<file path="config.mk">
export PLATFORM = sky130hd
export DESIGN_NAME = esp_link_top
export DESIGN_NICKNAME = d
export VERILOG_FILES = /design/src/design/esp_link_pkg.sv /design/src/design/esp_link_top.sv /design/src/design/reply_select.sv /design/src/design/cmd_execute.sv /design/src/design/cmd_decode.sv /design/src/design/spi_target.sv
export VERILOG_INCLUDE_DIRS = /design/src /design/src/design
export SDC_FILE = /design/constraint.sdc
export NUM_CORES = 1
export LEC_CHECK = 0
export ABC_CLOCK_PERIOD_IN_PS = 3690
export BUFFER_PORTS_ARGS = -buffer_cell sky130_fd_sc_hd__buf_2
export CAP_MARGIN = 20
export CORE_ASPECT_RATIO = 1.5
export CORE_MARGIN = 5
export CORE_UTILIZATION = 60
export CTS_BUF_LIST = sky130_fd_sc_hd__clkbuf_2 sky130_fd_sc_hd__clkbuf_4 sky130_fd_sc_hd__clkbuf_8
export DETAILED_ROUTE_END_ITERATION = 8
export HOLD_SLACK_MARGIN = 0.08
export PLACE_DENSITY = 0.86
export SLEW_MARGIN = 10
export SYNTH_ARGS = -nofsm -noshare
export SYNTH_HDL_FRONTEND = slang
export SYNTH_HIERARCHICAL = 1
export SYNTH_SLANG_ARGS = --single-unit
export TNS_END_PERCENT = 10
</file>
<file path="constraint.sdc">
create_clock -name clk -period 3.69 [get_ports clk]
set_input_delay 0.5535 -clock clk [delete_from_list [all_inputs] [get_ports clk]]
set_output_delay 0.5535 -clock clk [all_outputs]
set_load 0.05 [all_outputs]
</file>
<file path="src/design/esp_link_settings.svh">
`ifndef ESP_LINK_SETTINGS_SVH
`define ESP_LINK_SETTINGS_SVH

// identification byte returned by get_cookie
`define ESP_COOKIE 8'haf

// version reply, major in the top 3 bits and minor in the low 5
`define ESP_VERSION_MAJOR 3'd0
`define ESP_VERSION_MINOR 5'd3

// longest parameter list of any supported command
`define ESP_MAX_PARAMS 3

// screen colour after reset is white
`define ESP_SCREEN_COLOR_RST 24'hffffff

`endif
</file>
<file path="src/design/esp_link_pkg.sv">
package esp_link_pkg;

  typedef logic [7:0] byte_t;  // one byte on the link

  // opcode values as used by the co-processor firmware
  typedef enum logic [7:0] {
    get_cookie       = 8'd0,
    set_full_addr    = 8'd14,
    get_version      = 8'd15,
    set_screen_color = 8'd17,
    set_led          = 8'd26,
    get_config       = 8'd27,
    set_esp_status   = 8'd32
  } esp_cmd_e;

  // command decoder FSM
  typedef enum logic {
    st_idle,
    st_read_params
  } decode_state_e;

endpackage

</file>
<file path="src/design/esp_link_top.sv">
`timescale 1ns/1ps

module esp_link_top (
  input  logic                clk,
  input  logic                rst,
  input  logic                sck,
  input  logic                mosi,
  input  logic                cs_n,
  input  logic [3:0]          conf,
  output logic                miso,
  output logic                led_red,
  output logic                led_green,
  output logic                led_blue,
  output esp_link_pkg::byte_t esp_status,
  output logic                full_addr,
  output logic [23:0]         screen_color
);

  import esp_link_pkg::*;

  logic     rx_valid;
  byte_t    rx_byte;
  byte_t    tx_byte;
  logic     action;
  esp_cmd_e cmd;
  byte_t    param0;
  byte_t    param1;
  byte_t    param2;

  spi_target u_spi (
    .clk      (clk),
    .rst      (rst),
    .sck      (sck),
    .mosi     (mosi),
    .cs_n     (cs_n),
    .tx_byte  (tx_byte),
    .miso     (miso),
    .rx_valid (rx_valid),
    .rx_byte  (rx_byte)
  );

  cmd_decode u_decode (
    .clk      (clk),
    .rst      (rst),
    .rx_valid (rx_valid),
    .rx_byte  (rx_byte),
    .action   (action),
    .cmd      (cmd),
    .param0   (param0),
    .param1   (param1),
    .param2   (param2)
  );

  cmd_execute u_execute (
    .clk          (clk),
    .rst          (rst),
    .action       (action),
    .cmd          (cmd),
    .param0       (param0),
    .param1       (param1),
    .param2       (param2),
    .led_red      (led_red),
    .led_green    (led_green),
    .led_blue     (led_blue),
    .esp_status   (esp_status),
    .full_addr    (full_addr),
    .screen_color (screen_color)
  );

  // reply goes back out on the following transfer
  reply_select u_reply (
    .clk     (clk),
    .rst     (rst),
    .action  (action),
    .cmd     (cmd),
    .conf    (conf),
    .tx_byte (tx_byte)
  );

endmodule

</file>
<file path="src/design/reply_select.sv">
`timescale 1ns/1ps
`include "esp_link_settings.svh"

module reply_select (
  input  logic                   clk,
  input  logic                   rst,
  input  logic                   action,
  input  esp_link_pkg::esp_cmd_e cmd,
  input  logic [3:0]             conf,
  output esp_link_pkg::byte_t    tx_byte
);

  import esp_link_pkg::*;

  // reply for the next transfer, held until another get command
  always_ff @(posedge clk) begin
    if (rst) begin
      tx_byte <= '0;
    end else if (action) begin
      case (cmd)
        get_cookie:  tx_byte <= `ESP_COOKIE;
        get_version: tx_byte <= {`ESP_VERSION_MAJOR, `ESP_VERSION_MINOR};
        get_config:  tx_byte <= {4'b0000, conf};  // board strap pins
        default:     tx_byte <= tx_byte;
      endcase
    end
  end

endmodule

</file>
<file path="src/design/cmd_execute.sv">
`timescale 1ns/1ps
`include "esp_link_settings.svh"

module cmd_execute (
  input  logic                   clk,
  input  logic                   rst,
  input  logic                   action,
  input  esp_link_pkg::esp_cmd_e cmd,
  input  esp_link_pkg::byte_t    param0,
  input  esp_link_pkg::byte_t    param1,
  input  esp_link_pkg::byte_t    param2,
  output logic                   led_red,
  output logic                   led_green,
  output logic                   led_blue,
  output esp_link_pkg::byte_t    esp_status,
  output logic                   full_addr,
  output logic [23:0]            screen_color
);

  import esp_link_pkg::*;

  // board settings, each written by its own set command
  always_ff @(posedge clk) begin
    if (rst) begin
      led_red      <= 1'b0;
      led_green    <= 1'b0;
      led_blue     <= 1'b0;
      esp_status   <= '0;
      full_addr    <= 1'b0;
      screen_color <= `ESP_SCREEN_COLOR_RST;
    end else if (action) begin
      case (cmd)
        set_led: begin
          led_red   <= param0[0];
          led_green <= param0[1];
          led_blue  <= param0[2];
        end
        set_esp_status: begin
          esp_status <= param0;  // ready, wifi, smb and sd flags
        end
        set_full_addr: begin
          full_addr <= (param0 != 8'h00);
        end
        set_screen_color: begin
          screen_color <= {param0, param1, param2};  // r, g, b
        end
        default: ;  // get commands leave settings alone
      endcase
    end
  end

endmodule

</file>
<file path="src/design/cmd_decode.sv">
`timescale 1ns/1ps
`include "esp_link_settings.svh"

module cmd_decode (
  input  logic                   clk,
  input  logic                   rst,
  input  logic                   rx_valid,
  input  esp_link_pkg::byte_t    rx_byte,
  output logic                   action,
  output esp_link_pkg::esp_cmd_e cmd,
  output esp_link_pkg::byte_t    param0,
  output esp_link_pkg::byte_t    param1,
  output esp_link_pkg::byte_t    param2
);

  import esp_link_pkg::*;

  localparam int cnt_w = $clog2(`ESP_MAX_PARAMS + 1);

  decode_state_e    state;
  esp_cmd_e         opcode;   // incoming byte read as an opcode
  esp_cmd_e         op_q;     // command whose parameters are being collected
  logic [cnt_w-1:0] remain;   // parameter bytes still expected
  logic [cnt_w-1:0] idx;
  byte_t            pbuf [`ESP_MAX_PARAMS];
  byte_t            par_q [`ESP_MAX_PARAMS];
  logic             no_params;
  logic             last_param;
  logic             done;

  assign opcode     = esp_cmd_e'(rx_byte);
  assign no_params  = (opcode == get_cookie) || (opcode == get_version) ||
                      (opcode == get_config);
  assign last_param = (remain == cnt_w'(1));
  assign done       = rx_valid && ((state == st_idle) ? no_params : last_param);

  always_ff @(posedge clk) begin
    if (rst) begin
      state  <= st_idle;
      action <= 1'b0;
      remain <= '0;
      idx    <= '0;
    end else begin
      action <= done;
      if (rx_valid) begin
        case (state)
          st_idle: begin
            idx <= '0;
            case (opcode)
              set_screen_color: begin
                remain <= cnt_w'(3);
                state  <= st_read_params;
              end
              set_led, set_esp_status, set_full_addr: begin
                remain <= cnt_w'(1);
                state  <= st_read_params;
              end
              default: state <= st_idle;  // get commands fire at once, unknown ones drop
            endcase
          end
          default: begin
            idx    <= idx + cnt_w'(1);
            remain <= remain - cnt_w'(1);
            if (last_param) state <= st_idle;
          end
        endcase
      end
    end
  end

  always_ff @(posedge clk) begin
    if (rx_valid) begin
      if (state == st_idle)
        op_q <= opcode;
      else
        pbuf[idx] <= rx_byte;
    end
  end

  // outputs only move together with action
  always_ff @(posedge clk) begin
    if (done) begin
      cmd <= (state == st_idle) ? opcode : op_q;
      for (int i = 0; i < `ESP_MAX_PARAMS; i++) begin
        par_q[i] <= (state == st_read_params && idx == cnt_w'(i)) ? rx_byte : pbuf[i];
      end
    end
  end

  assign param0 = par_q[0];
  assign param1 = par_q[1];
  assign param2 = par_q[2];

endmodule

</file>
<file path="src/design/spi_target.sv">
`timescale 1ns/1ps

module spi_target (
  input  logic                clk,
  input  logic                rst,
  input  logic                sck,
  input  logic                mosi,
  input  logic                cs_n,
  input  esp_link_pkg::byte_t tx_byte,
  output logic                miso,
  output logic                rx_valid,
  output esp_link_pkg::byte_t rx_byte
);

  import esp_link_pkg::*;

  logic [2:0] sck_r;   // two sync stages plus one for edge detect
  logic [1:0] cs_r;
  logic [1:0] mosi_r;
  logic [2:0] bit_cnt;
  byte_t      tx_sr;   // reply shifter, top bit is on miso
  logic       sck_rise;
  logic       sck_fall;
  logic       cs_active;

  always_ff @(posedge clk) begin
    if (rst) begin
      sck_r  <= '0;
      cs_r   <= '1;  // link idle
      mosi_r <= '0;
    end else begin
      sck_r  <= {sck_r[1:0], sck};
      cs_r   <= {cs_r[0], cs_n};
      mosi_r <= {mosi_r[0], mosi};
    end
  end

  assign sck_rise  = (sck_r[2:1] == 2'b01);
  assign sck_fall  = (sck_r[2:1] == 2'b10);
  assign cs_active = ~cs_r[1];

  // bit counter, mode 0 samples on rising sck
  always_ff @(posedge clk) begin
    if (rst) begin
      bit_cnt  <= '0;
      rx_valid <= 1'b0;
    end else begin
      rx_valid <= 1'b0;
      if (!cs_active) begin
        bit_cnt <= '0;  // partial byte is dropped
      end else if (sck_rise) begin
        bit_cnt  <= bit_cnt + 3'd1;
        rx_valid <= (bit_cnt == 3'd7);
      end
    end
  end

  always_ff @(posedge clk) begin
    if (cs_active && sck_rise) rx_byte <= {rx_byte[6:0], mosi_r[1]};  // msb first
  end

  // reply byte is loaded at every byte boundary
  always_ff @(posedge clk) begin
    if (!cs_active) begin
      tx_sr <= tx_byte;
    end else if (sck_fall) begin
      if (bit_cnt == 3'd0)
        tx_sr <= tx_byte;  // falling edge closing the previous byte
      else
        tx_sr <= {tx_sr[6:0], 1'b0};
    end
  end

  assign miso = cs_active ? tx_sr[7] : 1'b0;

endmodule

</file>
**Word-level counts from Yosys, hierarchy flattened**

Memories as Yosys holds them, arrays and structs flattened. A register that Yosys moved wholly into a read port is not among the register bits.
Cells that the tools add are included.

- Register bits: 93
- Latch bits: 0
- Bits in writable memories: 48
- Bits in read-only memories: 0
- Input bits: 9
- Output and inout port bits: 37
- Logic and storage cells: 91
- Memories kept: 2

- Add/sub/neg operators: 3
- Multipliers: 0
- Divide/modulo/power cells: 0
- Magnitude comparators: 0
- Eq/ne operators: 18
- Shifts and indexed selects: 0
- Mux-type cells: 21
- Bitwise operators: 2
- Reductions and logical operators: 25

Memory list:

| name | words | width | rd ports | clocked after Yosys merged registers in | write ports | RTL line | text |
|---|---|---|---|---|---|---|---|
| u_decode.par_q | 3 | 8 | 3 | 2 | 3 | cmd_decode.sv:26 | `` byte_t par_q [`ESP_MAX_PARAMS]; `` |
| u_decode.pbuf | 3 | 8 | 3 | 0 | 1 | cmd_decode.sv:25 | `` byte_t pbuf [`ESP_MAX_PARAMS]; `` |

Operators by type and width:

| kind | count |
|---|---|
| $mux 8 | 7 |
| $eq 8x5->1 const B | 6 |
| $eq 8x4->1 const B | 4 |
| $pmux 8 s3 | 1 |
| $eq 8x6->1 const B | 2 |
| $logic_not 8->1 | 2 |
| $reduce_and 2->1 | 6 |
| $mux 1 | 10 |
| $reduce_bool 8->1 | 1 |
| $eq 2x1->1 const B | 3 |
| $reduce_bool 3->1 | 2 |
| $reduce_or 3->1 | 2 |
| $logic_and 1x1->1 | 5 |
| $eq 2x2->1 const B | 2 |
| $mux 2 | 2 |
| $pmux 2 s2 | 1 |
| $reduce_or 4->1 | 1 |
| $add 3x1->3 const B | 1 |
| $eq 3x3->1 const B | 1 |
| $logic_not 3->1 | 1 |
| $add 2x1->2 const B | 1 |
| $logic_not 2->1 | 1 |
| $logic_or 1x1->1 | 2 |
| $not 1->1 | 2 |
| 3 further kinds | 3 |

**Depth between registers and ports, before layout**

Gate-level depths: netlist (run 1).

- Word-level depth: 7
- Depth in mapped cells: 5
- Depth with buffers taken out: 5

**By module**

Netlist (run 1), hierarchy kept.

By module, submodules not included:

| module | instances | cells an instance | area each (µm²) | seq. area each (µm²) |
|---|---|---|---|---|
| cmd_decode | 1 | 154 | 2765.2 | 2042.0 |
| cmd_execute | 1 | 165 | 1592.8 | 720.7 |
| spi_target | 1 | 64 | 998.5 | 700.7 |
| reply_select | 1 | 35 | 312.8 | 100.1 |

**Worst setup path before layout (run 1)**

OpenSTA, ideal clock, no wires.

- Path kind: register to register
- From: reg u_spi.rx_byte[3]
- To: reg u_decode.cmd[0] (enable)
- Library setup time: 376 ps
- Data arrival time: 1805 ps
- Data required time: 3314 ps
- Slack: 1509 ps
- Stages on the path, launching flop included: 5
- Buffers on the path: 1
- Clock period less this slack: 2181 ps
- Cells stage by stage: edfxtp_1 buf_6 or4_1 a21oi_1 o221a_2

- Word-level cells in the longest chain between the ends: 5
- Elaborated cells on any way between the ends: 7
- Those cells by class: eq/ne: 2; mux: 1; reduce/logical: 4

RTL lines:

| item | RTL line | text |
|---|---|---|
| from (decl) | spi_target.sv:12 | `output esp_link_pkg::byte_t rx_byte` |
| from (signal assigned) | spi_target.sv:59 | `if (cs_active && sck_rise) rx_byte <= {rx_byte[6:0], mosi_r[1]};` |
| $eq 8x4->1 or $logic_not 8->1 (tied branches) | cmd_decode.sv:32 | `assign no_params = (opcode == get_cookie) \|\| (opcode == get_version) \|\|` |
| $logic_or 1x1->1 | cmd_decode.sv:32 |  |
| $logic_or 1x1->1 * | cmd_decode.sv:32 |  |
| $mux 1 * | cmd_decode.sv:35 | `assign done = rx_valid && ((state == st_idle) ? no_params : last_param);` |
| $logic_and 1x1->1 * | cmd_decode.sv:35 |  |
| via u_decode.done | cmd_decode.sv:29 | `logic done;` |
| to (signal assigned) | cmd_decode.sv:83 | `cmd <= (state == st_idle) ? opcode : op_q;` |
| to (decl) | cmd_decode.sv:10 | `output esp_link_pkg::esp_cmd_e cmd,` |

The timed path passes the listed nets; every way through them passes the cells marked *.
A chain may end at the register's enable or synchronous reset.

==> results by group, run 1 <==
Clock network
  – Clk root buf: sky130_fd_sc_hd__clkbuf_8
  – Clock sink count: 138
  – Number of clock buffers inserted by TritonCTS: 17
  – Post-CTS clock slew at the launch and capture registers of the worst setup and hold paths: 70 ps
  – CTS H-tree depth: 4
  – # Post-CTS Setup Buffers: 0
  – Post_cts resized: 0
  – Insertion delay to the later sink of the worst-skew pair: 430 ps
  – Clock Tree Buf Depth: 2
  – Quantity of hold-fixing buffers added after cts: 0
  – CTS tree: built

Synthesis
  – Flop and latch count out of synthesis: 138
  – Post-Syn Instances: 418
  – Share of synthesized area occupied by flip-flops and latches: 62.9%
  – Most repeated cell in the gate-level netlist after synthesis: sky130_fd_sc_hd__edfxtp_1
  – Post-synthesis instance area: 5670 µm²
  – Ys async rst share: 0%
  – Yosys top cell by area: sky130_fd_sc_hd__edfxtp_1
  – Yosys warnings: 6
  – Fraction of post-synthesis cell area in the top cell type by area: 42.4%
  – Number of flops mapped to enable cells by yosys: 80
  – Post-synthesis average cell area: 13.6 µm²
  – Leading register cell type out of synthesis: sky130_fd_sc_hd__edfxtp_1
  – Most numerous cell types in the synthesized netlist: sky130_fd_sc_hd__edfxtp_1, sky130_fd_sc_hd__dfxtp_1, sky130_fd_sc_hd__nor2_1
  – Largest cells by area after synthesis: sky130_fd_sc_hd__edfxtp_1, sky130_fd_sc_hd__dfxtp_1, sky130_fd_sc_hd__mux2_2
  – Number of library cell types mapped by synthesis: 54

Power
  – Cell-internal power: 2230 µW
  – Sequential share of power: 57.4%
  – Clock network fraction of total power: 41.3%
  – Logic gate share of total power: 1.3%
  – Switching pwr: 601 µW
  – Leakage: 0.00218 µW
  – PD cells: 452 nW/µm²
  – Fraction of power spent switching nets: 21.2%
  – Worst-case vdd ir drop: 342 µV

Floorplan
  – Floorplan die width: 89.4 µm
  – Starting density of the core: 61.3%
  – Row count: 43
  – DIE AREA: 11500 µm²
  – Core area: 9250 µm²
  – Die height: 129 µm
  – I/O pin total: 46

Critical path
  – Crit path largest cell delay: 780 ps
  – Worst setup path class: reg -> reg
  – Cell chain of the critical path: or3_1 -> o31ai_1 -> o221a_2
  – Critical Path AT: 2530 ps
  – Crit start category: flip-flop
  – Endpoint class of the critical path: flip-flop
  – Critical path data required time: 3750 ps
  – Max FO, Critical Path: 33
  – Critical Path Slowest Stage Cell: sky130_fd_sc_hd__o221a_2

Timing
  – Final Setup Violations: 0
  – WHS: 306 ps
  – Fin Clk Skew: 7.98 ps
  – Final-layout setup total negative slack: 0 ps
  – Worst slew slack as a fraction of its limit: 45.4%
  – Final period utilization: 67.1%
  – Hold Fails Final Rpt: 0
  – Maximum frequency from static timing analysis: 404 MHz
  – Final Max Tran Viols: 0
  – Setup repair after global routing missed its margin: no
  – Worst Tran Pin Value: 820 ps
  – Final critical-path required period: 2480 ps

Detailed routing
  – Number of antenna-violating nets in the routed design: 0
  – Via density per instance: 5.62
  – Total via count in the routed design: 3293
  – Overall routed net length: 9500 µm
  – Final routed DRC violation total: 0
  – Drt pass-1 iters: 4
  – Average wire length per cell after detail routing: 16.2 µm
  – Count of routing violations after the opening detailed-route iteration: 201

Global routing
  – Maximum number of pins on one net before global-route repair: 48
  – Global-route wire length before repair: 15700 µm
  – All-Layer GR Usage: 18.0%
  – Via count of the first global-routing pass: 3243
  – Total global routing overflow: 0
  – Number of antenna violations at the first check in global routing: 0

Finish
  – Filler instances: 650
  – Antenna cells: 0
  – Sequential cell area in the final layout: 3560 µm²
  – P&R area growth vs syn: 10.6%
  – Area used by multi-input combinational logic: 1890 µm²
  – Ratio of cells with drive above 1 in the final layout: 29.1%
  – Final #Nets: 477

Job
  – Maxcap violations: 0

Place
  – Routability cong.: 0.807
  – Total of buffers placed on input and output ports: 45
  – DP Wirelength: 6240 µm

Outcome
  – Run status: finished, final reports clean

Hold path
  – Class of the tightest hold or removal check: in -> reg
==> kinds of logic (layout without fill, tap and decap cells) <==
kind of cell,after synthesis,count (layout),synth area share (%)
flip-flops,138,138,62.9
AND/OR/NAND/NOR,131,131,13.3
multiplexers,77,77,14.5
buffers and inverters,38,93,3.91
AO/OA/AOI/OAI,24,24,3.53
adder cells (fa/ha/maj),7,7,1.54
XOR/XNOR,2,2,0.309
other,1,2,0.0661
==> critical path: cells and delay by family, from the launching register on <==
kind | cells | cell delay, ps
AND/OR/NAND/NOR | 1 | 500
flip-flops | 1 | 560
AO/OA/AOI/OAI | 2 | 1040
==> routing by layer <==
| layer | part of all wire, % | track usage (%) | up-vias |
|---|---|---|---|
| met5 | 0 | 0 | - |
| li1 | - | - | 1587 |
| met1 | 41 | 21.1 | 1588 |
| met3 | 5.1 | 5.92 | 21 |
| met4 | 2.7 | 8.68 | 0 |
| met2 | 51 | 29.5 | 97 |
==> cell type report <==
| class | count | share of cell area (%) |
|---|---|---|
| clock buffers | 17 | 3.73 |
| inverters | 14 | 0.838 |
| flip-flops and latches | 138 | 56.8 |
| multi-input cells | 243 | 30.1 |
| well taps | 112 | 2.24 |
| repair buffers | 47 | 3.83 |
| clock inverters | 15 | 2.40 |
==> stage by stage <==
| step | cell area (µm²) | setup slack, ps | power, µW | utilization, % | instances |
|---|---|---|---|---|---|
| global placement | 5880 | 1330 | 1700 | 63.6 | 554 |
| floorplan | 5670 | 1510 | 1690 | - | 419 |
| finish | 6270 | 1210 | 2830 | 67.7 | 586 |
| CTS | 6270 | 1230 | 2860 | 67.7 | 586 |
| global route | 6270 | 1080 | 2940 | 67.7 | 586 |
| detailed placement | 5880 | 1240 | 1700 | 63.6 | 554 |
==> state kept, by name (all words and copies together) (netlist names), 2 cells and up <==
| register | count |
|---|---|
| u_decode/cmd | 8 |
| u_decode/remain | 2 |
| u_decode/idx | 2 |
| u_spi/bit_cnt | 3 |
| u_decode/par_q | 24 |
| u_spi/tx_sr | 8 |
| u_spi/rx_byte | 8 |
| u_execute/esp_status | 8 |
| u_execute/screen_color | 24 |
| u_decode/pbuf | 24 |
| u_spi/sck_r | 3 |
| u_reply/tx_byte | 5 |
| u_decode/op_q | 8 |
| u_spi/cs_r | 2 |
| u_spi/mosi_r | 2 |
==> path summary, 6_finish.rpt <==
check / from / endpoint / slack (ps) / cells past startpoint
worst max-delay path: u_spi/rx_byte[2] / u_decode/par_q[0][6] / 1210 / 3
worst min-delay path: cs_n / u_spi/cs_r[0] / 310 / 2
worst max register to register: u_spi/rx_byte[2] / u_decode/par_q[0][6] / 1210 / 3
worst min register to register: u_spi/mosi_r[1] / u_spi/rx_byte[0] / 410 / 0
==> cell usage in the layout, fill, tap and decap left out, types with 3 or more instances in the layout <==
cell type / Yosys / final
sky130_fd_sc_hd__inv_1: 14 / 14
sky130_fd_sc_hd__nor2_1: 57 / 57
sky130_fd_sc_hd__a211oi_1: 5 / 5
sky130_fd_sc_hd__nor2b_1: 7 / 7
sky130_fd_sc_hd__mux2i_1: 37 / 37
sky130_fd_sc_hd__ha_1: 7 / 7
sky130_fd_sc_hd__clkbuf_8: 0 / 17
sky130_fd_sc_hd__nand2b_1: 20 / 20
sky130_fd_sc_hd__nand4b_1: 3 / 3
sky130_fd_sc_hd__mux2_2: 40 / 40
sky130_fd_sc_hd__clkinv_2: 0 / 3
sky130_fd_sc_hd__edfxtp_1: 80 / 80
sky130_fd_sc_hd__dfxtp_1: 58 / 58
sky130_fd_sc_hd__clkinvlp_4: 0 / 6
sky130_fd_sc_hd__a21oi_1: 5 / 5
sky130_fd_sc_hd__nand2_1: 6 / 6
sky130_fd_sc_hd__nor3_1: 5 / 5
sky130_fd_sc_hd__nand4_1: 3 / 3
sky130_fd_sc_hd__buf_2: 4 / 45
==> power groups by stage <==
stage                     registers [µW]  clock network, µW  logic [µW]
final                               1620               1170        37.6
after global routing                1630               1280        41.9
after CTS                           1620               1200        37.7
after detailed placement            1660                  0        37.5
after global placement              1660                  0        36.2
after floorplan                     1660                  0        31.2
Power figures use the tool's default switching activity.
==> inputs of run 2 (changes only) <==
--- a/config.mk
+++ b/config.mk
@@ -6,7 +6,8 @@
 export SDC_FILE = /design/constraint.sdc
 export NUM_CORES = 1
 export LEC_CHECK = 0
-export ABC_CLOCK_PERIOD_IN_PS = 3690
+export ABC_AREA = 1
+export ABC_CLOCK_PERIOD_IN_PS = 2300
 export BUFFER_PORTS_ARGS = -buffer_cell sky130_fd_sc_hd__buf_2
 export CAP_MARGIN = 20
 export CORE_ASPECT_RATIO = 1.5
==> constraint.sdc (replaced) <==
create_clock -name clk -period 2.3 [get_ports clk]
set_input_delay 0.345 -clock clk [delete_from_list [all_inputs] [get_ports clk]]
set_output_delay 0.345 -clock clk [all_outputs]
set_load 0.05 [all_outputs]
==> run 2 against run 1 <==
  * Clock power grew 88%
  * Sequential power up 60%
  * Global-route usage is 2.3 points higher
  * Setup slack got worse by 790 ps
  * Routed wire length is 16% higher
  * Critical endpoint unchanged
  * Critical path type unchanged
  * Via count increased by 24%
  * Core utilization increased by 2.1 points
  * Area after synthesis fell by 0.24%
  * Clock skew rose by 1.9 ps
==> results by group, run 2 <==
Clock network
  – Post-CTS clock slew at the launch and capture registers of the worst setup and hold paths: 70 ps
  – Clock sink count: 138
  – Clk root buf: sky130_fd_sc_hd__clkbuf_8
  – Number of clock buffers inserted by TritonCTS: 17
  – CTS H-tree depth: 4
  – CTS tree: built
  – Insertion delay to the later sink of the worst-skew pair: 430 ps
  – # Post-CTS Setup Buffers: 0
  – Clock Tree Buf Depth: 2

Timing
  – Fin Clk Skew: 9.89 ps
  – Final critical-path required period: 1880 ps
  – Worst Tran Pin Value: 994 ps
  – Hold Fails Final Rpt: 0
  – Final Max Tran Viols: 0
  – Final Setup Violations: 0
  – Final-layout setup total negative slack: 0 ps
  – Setup repair after global routing missed its margin: no
  – WHS: 120 ps
  – Final period utilization: 81.6%
  – Maximum frequency from static timing analysis: 533 MHz
  – Worst slew slack as a fraction of its limit: 33.0%

Floorplan
  – Floorplan die width: 89.3 µm
  – Die height: 129 µm
  – I/O pin total: 46
  – Starting density of the core: 61.1%
  – Row count: 43
  – DIE AREA: 11500 µm²
  – Core area: 9250 µm²

Synthesis
  – Post-Syn Instances: 580
  – Yosys warnings: 6
  – Number of library cell types mapped by synthesis: 30
  – Largest cells by area after synthesis: sky130_fd_sc_hd__edfxtp_1, sky130_fd_sc_hd__dfxtp_1, sky130_fd_sc_hd__nand2_1
  – Ys async rst share: 0%
  – Leading register cell type out of synthesis: sky130_fd_sc_hd__edfxtp_1
  – Number of flops mapped to enable cells by yosys: 80
  – Most numerous cell types in the synthesized netlist: sky130_fd_sc_hd__nand2_1, sky130_fd_sc_hd__edfxtp_1, sky130_fd_sc_hd__nand3_1
  – Share of synthesized area occupied by flip-flops and latches: 63.0%
  – Post-synthesis average cell area: 9.75 µm²
  – Yosys top cell by area: sky130_fd_sc_hd__edfxtp_1
  – Post-synthesis instance area: 5660 µm²
  – Flop and latch count out of synthesis: 138
  – Most repeated cell in the gate-level netlist after synthesis: sky130_fd_sc_hd__nand2_1
  – Fraction of post-synthesis cell area in the top cell type by area: 42.5%

Finish
  – P&R area growth vs syn: 14.2%
  – Antenna cells: 0
  – Registers with the highest flip-flop counts: u_decode/par_q (24), u_decode/pbuf (24), u_execute/screen_color (24)
  – Most used cells in the layout excluding fill and tap cells: sky130_fd_sc_hd__nand2_1, sky130_fd_sc_hd__nand3_1, sky130_fd_sc_hd__edfxtp_1
  – Fin util: 69.8%
  – Final #Nets: 653
  – Ratio of cells with drive above 1 in the final layout: 18.6%
  – Final standard cell area without fillers: 6460 µm²
  – Leading cell type in the layout, fill and taps excluded: sky130_fd_sc_hd__nand2_1

Detailed routing
  – Drt pass-1 iters: 5
  – Average wire length per cell after detail routing: 14.4 µm
  – Via density per instance: 5.36
  – Overall routed net length: 11000 µm
  – Total via count in the routed design: 4087
  – Final routed DRC violation total: 0
  – Number of antenna-violating nets in the routed design: 0
  – Count of routing violations after the opening detailed-route iteration: 359

Global routing
  – Number of antenna violations at the first check in global routing: 0
  – Met1 track demand over resource: 20.8%
  – Busiest layer in global routing: met2
  – Total global routing overflow: 0
  – Via count of the first global-routing pass: 3890
  – Maximum number of pins on one net before global-route repair: 37
  – Global-route wire length before repair: 17700 µm
  – Global-route track usage on met2: 36.4%
  – All-Layer GR Usage: 20.3%
  – Met3 track demand over resource: 5.38%

Critical path
  – Buffering stage count on the worst path with inverters included: 2
  – Critical path data required time: 2420 ps
  – Worst setup path class: reg -> reg
  – Critical Path Slowest Stage Cell: sky130_fd_sc_hd__edfxtp_1
  – Max FO, Critical Path: 32
  – Critical Path AT: 2000 ps
  – Worst reg2reg path startpoint: u_spi/rx_byte[1]
  – Critical Path Start: u_spi/rx_byte[1]
  – Crit start category: flip-flop
  – CP dominant cell by count: sky130_fd_sc_hd__nand3_1
  – Crit path largest cell delay: 510 ps
  – Endpoint class of the critical path: flip-flop
  – Cell chain of the critical path: nand2_1 -> o21ai_0 -> nand3_1 -> nand3_1 -> nand3_1 -> inv_1 -> buf_12
  – Family with the most delay on the worst path: flip-flops

Place
  – Routability cong.: 0.809
  – Placed instance area: 5990 µm²
  – DP Wirelength: 7850 µm
  – Total of buffers placed on input and output ports: 45

Power
  – PD cells: 752 nW/µm²
  – Fraction of power spent switching nets: 19.5%
  – Cell-internal power: 3910 µW
  – Logic gate share of total power: 1.2%
  – Switching pwr: 948 µW
  – Leakage: 0.00270 µW
  – Worst-case vdd ir drop: 629 µV
  – Clock network fraction of total power: 45.2%
  – Sequential share of power: 53.6%

Job
  – Maxcap violations: 0

Hold path
  – Class of the tightest hold or removal check: in -> reg
  – Hold Path Origin: mosi

Outcome
  – Run status: finished, final reports clean
==> run 2: logic make-up (layout without fill, tap and decap cells) <==
group	after synthesis	after routing	share of synthesized area [%]
adder cells (fa/ha/maj)	7	7	1.55
flip-flops	138	138	63.0
other	1	2	0.0663
AO/OA/AOI/OAI	47	47	4.20
buffers and inverters	74	143	5.86
AND/OR/NAND/NOR	313	313	25.3
==> run 2: through the flow <==
| stage | instances | total power, µW | setup slack (ps) |
|---|---|---|---|
| 2_1_floorplan | 581 | 2700 | 264 |
| 3_3_place_gp | 729 | 2710 | 616 |
| 3_5_place_dp | 729 | 2720 | 486 |
| 4_1_cts | 762 | 4910 | 471 |
| 5_1_grt | 762 | 5030 | 295 |
| 6_report | 762 | 4860 | 424 |
==> run 2: worst paths after layout <==
kind / end / slack, ps / depth (start not counted)
setup / recovery: u_decode/par_q[0][6] / 420 / 7
hold reg to reg: u_spi/sck_r[1] / 410 / 2
setup reg to reg: u_decode/par_q[0][6] / 420 / 7
hold / removal: u_spi/mosi_r[0] / 120 / 3
==> run 2: power groups by stage <==
stage	logic [µW]	clock network (µW)	registers (µW)
after floorplan	38.2	0	2660
after global placement	53.3	0	2660
after detailed placement	54.9	0	2660
after CTS	56.8	2250	2600
after global routing	64.5	2360	2600
final	57.3	2200	2600
==> run 2: layout make-up <==
| type | count | area (µm²) |
|---|---|---|
| flip-flops and latches | 138 | 3560 |
| clock buffers | 17 | 234 |
| fillers | 637 | 2790 |
| repair buffers | 58 | 338 |
| clock inverters | 15 | 223 |
| multi-input cells | 369 | 1760 |
| well taps | 112 | 140 |
| inverters | 53 | 199 |
==> run 2: worst register-to-register path, cell delays in order, from the launching register on <==
cell and delay [ps]:
sky130_fd_sc_hd__edfxtp_1 510, sky130_fd_sc_hd__nand2_1 140, sky130_fd_sc_hd__o21ai_0 300, sky130_fd_sc_hd__nand3_1 120, sky130_fd_sc_hd__nand3_1 90, sky130_fd_sc_hd__nand3_1 100
sky130_fd_sc_hd__inv_1 120, sky130_fd_sc_hd__buf_12 200
==> run 2: layer usage <==
metal	routed length, µm	vias to the layer above	part of all wire, %
li1	-	2022	-
met1	4030	1856	37
met2	5860	169	53
met3	626	40	5.7
met4	449	0	4.1
met5	0	-	0
==> run 2: repair_timing <==
| item | CTS | global route |
|---|---|---|
| setup endpoints to repair | 0 | 0 |
| resized for setup | 0 | 0 |
| endpoints found under the hold margin | 1 | 0 |
| hold buffers | 1 | 0 |
